===== config.mk =====
export PLATFORM = sky130hd
export DESIGN_NAME = pn_top
export DESIGN_NICKNAME = d
export VERILOG_FILES = /design/src/design/pn_pkg.sv /design/src/design/pn_token_if.sv /design/src/design/pn_stack_if.sv /design/src/design/pn_alu.sv /design/src/design/pn_operand_stack.sv /design/src/design/pn_token_buffer.sv /design/src/design/pn_evaluator.sv /design/src/design/pn_top.sv
export VERILOG_INCLUDE_DIRS = /design/src /design/src/include
export SDC_FILE = /design/constraint.sdc
export NUM_CORES = 2
export LEC_CHECK = 0
export ABC_AREA = 1
export BUFFER_PORTS_ARGS = -buffer_cell sky130_fd_sc_hd__buf_4
export CELL_PAD_IN_SITES_DETAIL_PLACEMENT = 0
export CELL_PAD_IN_SITES_GLOBAL_PLACEMENT = 1
export CORE_AREA = 3 3 340 342
export DETAILED_ROUTE_END_ITERATION = 6
export DIE_AREA = 0 0 343 345
export GPL_TIMING_DRIVEN = 0
export PLACE_DENSITY_LB_ADDON = 0.1
export SLEW_MARGIN = 20
export SYNTH_ARGS = -nofsm -noshare
export SYNTH_HDL_FRONTEND = slang
export SYNTH_SLANG_ARGS = --single-unit

===== constraint.sdc =====
create_clock -name clk -period 11.7 [get_ports clk]
set_input_delay 1.755 -clock clk [delete_from_list [all_inputs] [get_ports clk]]
set_output_delay 1.755 -clock clk [all_outputs]
set_load 0.01 [all_outputs]

===== src/include/pn_config.svh =====
`ifndef PN_CONFIG_SVH
`define PN_CONFIG_SVH

// ===========================================================================
// Frame storage
// ===========================================================================

// Buffer slots; a frame carries at most 15 tokens
`define PN_MAX_TOKENS 16
// Token index and token count width
`define PN_TOKEN_IDX_W 4

// ===========================================================================
// Operand stack and arithmetic
// ===========================================================================

// Deep enough for any well-formed 15 token frame
`define PN_STACK_DEPTH 8
`define PN_STACK_PTR_W 4
`define PN_DATA_W 32

`endif


===== src/design/pn_pkg.sv =====
`include "pn_config.svh"

package pn_pkg;

    // Signed arithmetic word carried by the stack and the ALU
    typedef logic signed [`PN_DATA_W-1:0] pn_data_t;

    typedef logic [`PN_TOKEN_IDX_W-1:0] pn_tok_idx_t;

    // Operator codes; 4 to 7 are undefined and fall back to add
    typedef enum logic [2:0] {
        OP_ADD     = 3'd0,
        OP_SUB     = 3'd1,
        OP_MUL     = 3'd2,
        OP_ABS_SUM = 3'd3
    } pn_op_e;

    // Scan order of a frame
    typedef enum logic {
        MODE_PREFIX  = 1'b0,
        MODE_POSTFIX = 1'b1
    } pn_mode_e;

    // Operand view of a stored token
    typedef struct packed {
        logic       is_operator;
        logic [2:0] value;
    } pn_operand_view_t;

    // Operator view, flag in the same top bit
    typedef struct packed {
        logic   is_operator;
        pn_op_e code;
    } pn_operator_view_t;

    // One 4-bit token word, decoded either way
    typedef union packed {
        pn_operand_view_t  operand;
        pn_operator_view_t oper;
    } pn_token_u;

endpackage


===== src/design/pn_token_if.sv =====
`timescale 1ns/1ps

// Link between the token buffer and the evaluator
interface pn_token_if;
    import pn_pkg::*;

    // Read index, owned by the evaluator
    pn_tok_idx_t rd_idx;

    // Frame contents and status, owned by the buffer
    pn_token_u   token;
    pn_tok_idx_t token_count;
    pn_mode_e    frame_mode;
    logic        frame_done;

    modport buffer (
        input  rd_idx,
        output token, token_count, frame_mode, frame_done
    );

    modport evaluator (
        output rd_idx,
        input  token, token_count, frame_mode, frame_done
    );

endinterface


===== src/design/pn_stack_if.sv =====
`timescale 1ns/1ps

// Link between the evaluator and the operand stack
interface pn_stack_if;
    import pn_pkg::*;

    // Stack commands, never push and pop in the same cycle
    logic     push;
    logic     pop;
    pn_data_t push_data;

    // Current top entry
    pn_data_t top;

    modport stack (
        input  push, pop, push_data,
        output top
    );

    modport evaluator (
        output push, pop, push_data,
        input  top
    );

endinterface


===== src/design/pn_alu.sv =====
`timescale 1ns/1ps

module pn_alu (
    input  pn_pkg::pn_data_t lhs,
    input  pn_pkg::pn_data_t rhs,
    input  pn_pkg::pn_op_e   op,
    output pn_pkg::pn_data_t result
);
    import pn_pkg::*;

    pn_data_t sum;

    // Shared by add and the absolute sum
    assign sum = lhs + rhs;

    always_comb begin
        case (op)
            OP_ADD: begin
                result = sum;
            end
            OP_SUB: begin
                result = lhs - rhs;
            end
            OP_MUL: begin
                // Low word of the product, wraps like the other ops
                result = lhs * rhs;
            end
            OP_ABS_SUM: begin
                result = (sum < 0) ? -sum : sum;
            end
            default: begin
                result = sum;
            end
        endcase
    end

endmodule


===== src/design/pn_operand_stack.sv =====
`timescale 1ns/1ps
`include "pn_config.svh"

module pn_operand_stack (
    input  logic      clk,
    input  logic      rst_n,
    pn_stack_if.stack stk
);
    import pn_pkg::*;

    localparam int ADDR_W = $clog2(`PN_STACK_DEPTH);

    pn_data_t                   entries [`PN_STACK_DEPTH];
    logic [`PN_STACK_PTR_W-1:0] ptr;
    logic [ADDR_W-1:0]          wr_addr;
    logic [ADDR_W-1:0]          top_addr;

    // Pointer names the next free slot
    assign wr_addr  = ptr[ADDR_W-1:0];
    assign top_addr = wr_addr - 1'b1;

    always_ff @(posedge clk or negedge rst_n) begin
        if (!rst_n) begin
            ptr <= '0;
        end else if (stk.push) begin
            ptr <= ptr + 1'b1;
        end else if (stk.pop) begin
            ptr <= ptr - 1'b1;
        end
    end

    always_ff @(posedge clk) begin
        if (stk.push) begin
            entries[wr_addr] <= stk.push_data;
        end
    end

    // No guard on empty; well-formed frames never read below the base
    assign stk.top = entries[top_addr];

endmodule


===== src/design/pn_token_buffer.sv =====
`timescale 1ns/1ps
`include "pn_config.svh"

module pn_token_buffer (
    input  logic       clk,
    input  logic       rst_n,
    input  logic       in_valid,
    input  logic       mode,
    input  logic       operator,
    input  logic [2:0] in,
    pn_token_if.buffer tok
);
    import pn_pkg::*;

    pn_token_u   entries [`PN_MAX_TOKENS];
    pn_token_u   new_tok;
    pn_tok_idx_t count_q;
    pn_tok_idx_t wr_idx;
    pn_mode_e    mode_q;
    logic        in_valid_q;
    logic        frame_start;

    // ===========================================================================
    // Frame boundaries
    // ===========================================================================

    // First token of a frame restarts the write index at zero
    assign frame_start = in_valid && !in_valid_q;
    assign wr_idx      = frame_start ? '0 : count_q;

    always_ff @(posedge clk or negedge rst_n) begin
        if (!rst_n) begin
            in_valid_q <= 1'b0;
            count_q    <= '0;
            mode_q     <= MODE_PREFIX;
        end else begin
            in_valid_q <= in_valid;
            if (in_valid) begin
                count_q <= wr_idx + pn_tok_idx_t'(1);
            end
            // Mode is only meaningful alongside the first token
            if (frame_start) begin
                mode_q <= pn_mode_e'(mode);
            end
        end
    end

    // ===========================================================================
    // Token storage
    // ===========================================================================

    // Pack the flag and 3-bit field through the operand view
    always_comb begin
        new_tok.operand.is_operator = operator;
        new_tok.operand.value       = in;
    end

    always_ff @(posedge clk) begin
        if (in_valid) begin
            entries[wr_idx] <= new_tok;
        end
    end

    assign tok.token       = entries[tok.rd_idx];
    assign tok.token_count = count_q;
    assign tok.frame_mode  = mode_q;
    // Falling edge of in_valid closes the frame
    assign tok.frame_done  = in_valid_q && !in_valid;

endmodule


===== src/design/pn_evaluator.sv =====
`timescale 1ns/1ps

module pn_evaluator (
    input  logic             clk,
    input  logic             rst_n,
    pn_token_if.evaluator    tok,
    output logic             out_valid,
    output pn_pkg::pn_data_t out
);
    import pn_pkg::*;

    typedef enum logic [2:0] {
        IDLE,
        DECODE,
        POP_FIRST,
        POP_SECOND,
        CALC,
        FINISH
    } state_e;

    state_e      state;
    state_e      state_nxt;
    pn_tok_idx_t rd_idx;
    pn_tok_idx_t next_idx;
    pn_data_t    first_q;
    pn_data_t    second_q;
    pn_data_t    lhs;
    pn_data_t    rhs;
    pn_data_t    alu_result;
    logic        postfix;
    logic        last_tok;
    logic        is_oper;

    pn_stack_if stk_bus ();

    // ===========================================================================
    // Scan position
    // ===========================================================================

    assign postfix  = (tok.frame_mode == MODE_POSTFIX);
    assign is_oper  = tok.token.oper.is_operator;
    assign next_idx = postfix ? rd_idx + pn_tok_idx_t'(1) : rd_idx - pn_tok_idx_t'(1);

    // Postfix runs forward to count-1, prefix runs backward to zero
    assign last_tok = postfix ? (rd_idx == tok.token_count - pn_tok_idx_t'(1))
                              : (rd_idx == '0);

    assign tok.rd_idx = rd_idx;

    always_ff @(posedge clk or negedge rst_n) begin
        if (!rst_n) begin
            rd_idx <= '0;
        end else if (state == IDLE && tok.frame_done) begin
            rd_idx <= postfix ? '0 : tok.token_count - pn_tok_idx_t'(1);
        end else if ((state == DECODE && !is_oper) || state == CALC) begin
            rd_idx <= next_idx;
        end
    end

    // ===========================================================================
    // FSM
    // ===========================================================================

    always_ff @(posedge clk or negedge rst_n) begin
        if (!rst_n) begin
            state <= IDLE;
        end else begin
            state <= state_nxt;
        end
    end

    always_comb begin
        state_nxt = state;
        case (state)
            IDLE: begin
                if (tok.frame_done) begin
                    state_nxt = DECODE;
                end
            end
            DECODE: begin
                if (is_oper) begin
                    state_nxt = POP_FIRST;
                end else if (last_tok) begin
                    state_nxt = FINISH;
                end
            end
            POP_FIRST: begin
                state_nxt = POP_SECOND;
            end
            POP_SECOND: begin
                state_nxt = CALC;
            end
            CALC: begin
                state_nxt = last_tok ? FINISH : DECODE;
            end
            FINISH: begin
                state_nxt = IDLE;
            end
            default: begin
                state_nxt = IDLE;
            end
        endcase
    end

    // ===========================================================================
    // Stack and ALU datapath
    // ===========================================================================

    // Operands push in DECODE, operator results push in CALC
    assign stk_bus.push      = (state == DECODE && !is_oper) || state == CALC;
    assign stk_bus.pop       = state == POP_FIRST || state == POP_SECOND || state == FINISH;
    assign stk_bus.push_data = (state == CALC) ? alu_result
                                               : pn_data_t'(tok.token.operand.value);

    always_ff @(posedge clk) begin
        if (state == POP_FIRST) begin
            first_q <= stk_bus.top;
        end
        if (state == POP_SECOND) begin
            second_q <= stk_bus.top;
        end
    end

    // First pop is the right operand in postfix, the left one in prefix
    assign lhs = postfix ? second_q : first_q;
    assign rhs = postfix ? first_q  : second_q;

    pn_alu u_alu (
        .lhs    (lhs),
        .rhs    (rhs),
        .op     (tok.token.oper.code),
        .result (alu_result)
    );

    pn_operand_stack u_stack (
        .clk   (clk),
        .rst_n (rst_n),
        .stk   (stk_bus.stack)
    );

    // Final value leaves the stack as a single-cycle pulse
    always_ff @(posedge clk or negedge rst_n) begin
        if (!rst_n) begin
            out_valid <= 1'b0;
            out       <= '0;
        end else begin
            out_valid <= (state == FINISH);
            out       <= (state == FINISH) ? stk_bus.top : '0;
        end
    end

endmodule


===== src/design/pn_top.sv =====
`timescale 1ns/1ps

module pn_top (
    input  logic             clk,
    input  logic             rst_n,
    input  logic             in_valid,
    input  logic             mode,
    input  logic             operator,
    input  logic [2:0]       in,
    output logic             out_valid,
    output pn_pkg::pn_data_t out
);

    // Frame contents and status between capture and evaluation
    pn_token_if tok_bus ();

    // ===========================================================================
    // Token capture
    // ===========================================================================

    pn_token_buffer u_token_buffer (
        .clk      (clk),
        .rst_n    (rst_n),
        .in_valid (in_valid),
        .mode     (mode),
        .operator (operator),
        .in       (in),
        .tok      (tok_bus.buffer)
    );

    // ===========================================================================
    // Scan and evaluate
    // ===========================================================================

    pn_evaluator u_evaluator (
        .clk       (clk),
        .rst_n     (rst_n),
        .tok       (tok_bus.evaluator),
        .out_valid (out_valid),
        .out       (out)
    );

endmodule


==> impl_metrics.toml <==
[worst_setup_path]
path_buf_inv = 9
crit_path_max_incr_delay_ns = 0.96
path_max_fanout = 10
critPathArrivalTime_ns = 11.37
worstSetupPathType = "reg -> reg"
required_ns = 11.91
crit_path_frequent_cell = "fa_1"
cp-start-kind = "register"
timing.rr.start = "u_token_buffer.tok.frame_mode"
critPathSlowestCell = "a21oi_1"
cp-end-kind = "register"
crit_family = "adder cells"
worstSetupStartpoint = "u_token_buffer.tok.frame_mode"

[clock_network]
clock_path_buffers = 3
cts_buffers = 42
ctsResizeCount = 0
path_clk_slew_ns = 0.07
post_cts_buffers = 0
cts_hold_buf = 0
cts_tree = "built"
htreeDepth = 2
clkLatencyLatePin_ns = 0.58
cts_sinks = 433
cts_root_buf = "clkbuf_16"

[synth]
synth_top_area_share_pct = 29.26
synth-seq-cells = 433
yosys.area.top_type = "edfxtp_1"
synthArstFlopShare_pct = 11.32
syn_inst = 4623
ys_types = 58
syn_nets = 5264
syn_area_sq_mm = 0.03941
synth_top_family_by_area = "adder cells"
synthXorXnorAreaFrac_pct = 1.194
synth_mux_area_share_pct = 0.1270
synth-simple-area-share_pct = 19.32
synth_compound_gate_area_share_pct = 9.803
yosys-top-cells-area = "edfxtp_1 29%, fa_1 21%, nand2_1 8.4%"
synth_fa_ha_area_share_pct = 27.94
synth-edff-count = 384
synthFlopType = "edfxtp_1"
yosysWarnings = 0
syn-mean-instance-area_sq_um = 8.525
synth_seq_area_share_pct = 32.37

[sta]
fin_hold_ws_ns = 0.4895
slew_headroom_pct = 17.23
rsz0062_at_grt = "false"
worst_pin_slew_ns = 1.233
period_needed_ns = 11.16
finalMaxSlewViolations = 0
timing.fmax_ghz = 0.08961
setup_viol_count_final = 0
post-route-period-util_pct = 95.38
fin_worst_skew_ns = 0.05038
hold_viol = 0
tns_ns = 0

[global_routing]
top_usage_layer = "met2"
grt_use_met3_pct = 2.276
grt_use_total_pct = 26.65
met1_usage_pct = 36.08
grt_pass1_wl_microns = 229200
overflow = 0
grt_start_max_net_pins = 50
grt_use_met2_pct = 44.97
grt_pass1_vias = 32640
antenna_found_initial = 0

[detailed_routing]
antenna_left = 0
drt_iter0_markers = 2419
firstDrtPassIters = 5
num_vias = 32120
drt-total-wl_microns = 158100
avgRoutedWirePerCell_microns = 25.26
drc_errors = 0
vias_per_cell = 5.132

[die]
die-width_microns = 343
die-area_sq_mm = 0.1183
initial_utilization_pct = 34.99
coreArea_sq_mm = 0.1127
die_h_microns = 345
rows = 123
ioPinCount = 41

[min_path]
worstHoldStart = "u_token_buffer.tok.token_count[1]"
hold_class = "reg -> reg"

[placement]
port_buffers = 40
routabilityCongestion = 0.9582
place_inst = 6181
hpwl_microns = 127100

[finish]
instances_no_fill = 6259
drive_above_1_share_pct = 5.990
n_fill_cell = 11840
nets = 5366
synthToLayoutAreaGrowth_pct = 10.81

[outcome]
status = "complete, no violations"

[flow_run]
cap_violations = 0
==> logic make-up (layout without fill, tap and decap cells) <==
| family | after synthesis | count (layout) |
|---|---|---|
| buffers and inverters | 925 | 1060 |
| and+or+nand+nor | 1884 | 1884 |
| other | 0 | 1 |
| xor gates and xnor gates | 52 | 52 |
| AOI/OAI and AO/OA | 691 | 691 |
| muxes | 5 | 5 |
| DFF | 433 | 433 |
| adders and majority gates | 633 | 633 |
==> worst register-to-register path, delay by kind of cell (launching register included) <==
kind	cells	cell delay, ns
adder cells (fa/ha/maj)	10	4.43
flip-flops	1	0.57
AO/OA/AOI/OAI	6	2.39
AND/OR/NAND/NOR	8	1.03
buffers and inverters	9	2.38
==> routing by layer <==
layer | share of wire (%) | vias to the layer above
met4 | 4.1 | 0
met1 | 44 | 16150
met5 | 0 | -
li1 | - | 14960
met2 | 48 | 827
met3 | 4.0 | 185
==> sequential cells by signal, indices dropped and copies added (netlist names) <==
signal,flops
u_evaluator.u_stack.ptr,3
u_evaluator.out,32
u_token_buffer.entries,64
u_token_buffer.tok.token_count,4
u_token_buffer.in_valid_q,1
u_token_buffer.tok.frame_mode,1
u_evaluator.state,3
u_evaluator.tok.rd_idx,4
u_evaluator.out_valid,1
u_evaluator.second_q,32
u_evaluator.u_stack.entries,256
u_evaluator.first_q,32
==> placed cells by master (no fill, tap or decap), types with 49 or more instances in the layout <==
master | synthesis | layout
a21oi_1 | 198 | 197
buf_4 | 12 | 53
clkbuf_1 | 108 | 106
dfrtp_1 | 49 | 49
edfxtp_1 | 384 | 384
fa_1 | 412 | 412
ha_1 | 221 | 221
inv_1 | 724 | 724
nand2_1 | 886 | 886
nand3_1 | 169 | 169
nor2_1 | 711 | 701
o21ai_0 | 303 | 298
o22ai_1 | 66 | 66
==> synthesized netlist by cell type (4+ instances only) <==
cell and count:
o22ai_1 66, o21bai_1 12, nand2_2 7, xnor2_1 20, o221ai_1 7, inv_1 724
xor2_1 30, nand3_1 169, dfrtp_1 49, o21ai_1 28, o21a_1 4, mux2i_1 5
clkinv_1 14, fa_1 412, or2_2 7, buf_6 9, nand4_1 33, a211oi_1 4
nor2_1 711, nand3b_1 12, nand3_2 7, o21ai_0 303, nor2_4 4, a31oi_1 7
o21ai_4 4, ha_1 221, a21oi_1 198, buf_1 9, a21o_1 6, buf_2 40
o211ai_1 18, nand2_1 886, buf_4 12, nor2_2 13, clkbuf_1 108, o21ai_2 16
edfxtp_1 384, nor3_1 25, inv_2 5
==> through the flow <==
stage | worst slack, ns | util (%) | cell area, sq um
floorplan | 4.159 | - | 39410
global placement | 0.2337 | 36.92 | 41590
detailed placement | 0.4918 | 37.39 | 42120
CTS | 0.4305 | 38.76 | 43670
global route | 0.2665 | 38.77 | 43670
finish | 0.5407 | 38.77 | 43670
==> path summary, 6_finish.rpt <==
kind                                                 endpoint  slack (ns)  depth (start not counted)
max                        u_evaluator.u_stack.entries[2][27]        0.54                         33
min                         u_token_buffer.tok.token_count[1]        0.49                          2
max reg2reg                u_evaluator.u_stack.entries[2][27]        0.54                         33
min reg2reg                 u_token_buffer.tok.token_count[1]        0.49                          2
max in group asynchronous           u_evaluator.tok.rd_idx[2]        9.93                          1
min in group asynchronous                 u_evaluator.out[25]        1.20                          1
==> area by class of cell <==
type	instances	area [sq um]	area share, %
Multi-Input combinational cell	3265	23120	52.93
Inverter	746	2808	6.429
Timing Repair Buffer	58	724.4	1.659
Tap cell	1500	1877	4.297
Antenna cell	1	2.502	0.005730
Sequential cell	433	12760	29.21
Clock inverter	22	340.3	0.7793
Clock buffer	55	1202	2.753
Buffer	179	844.6	1.934
Power is not shown: default switching activity piles up to over one toggle a cycle in this logic, so the estimate is an artifact.
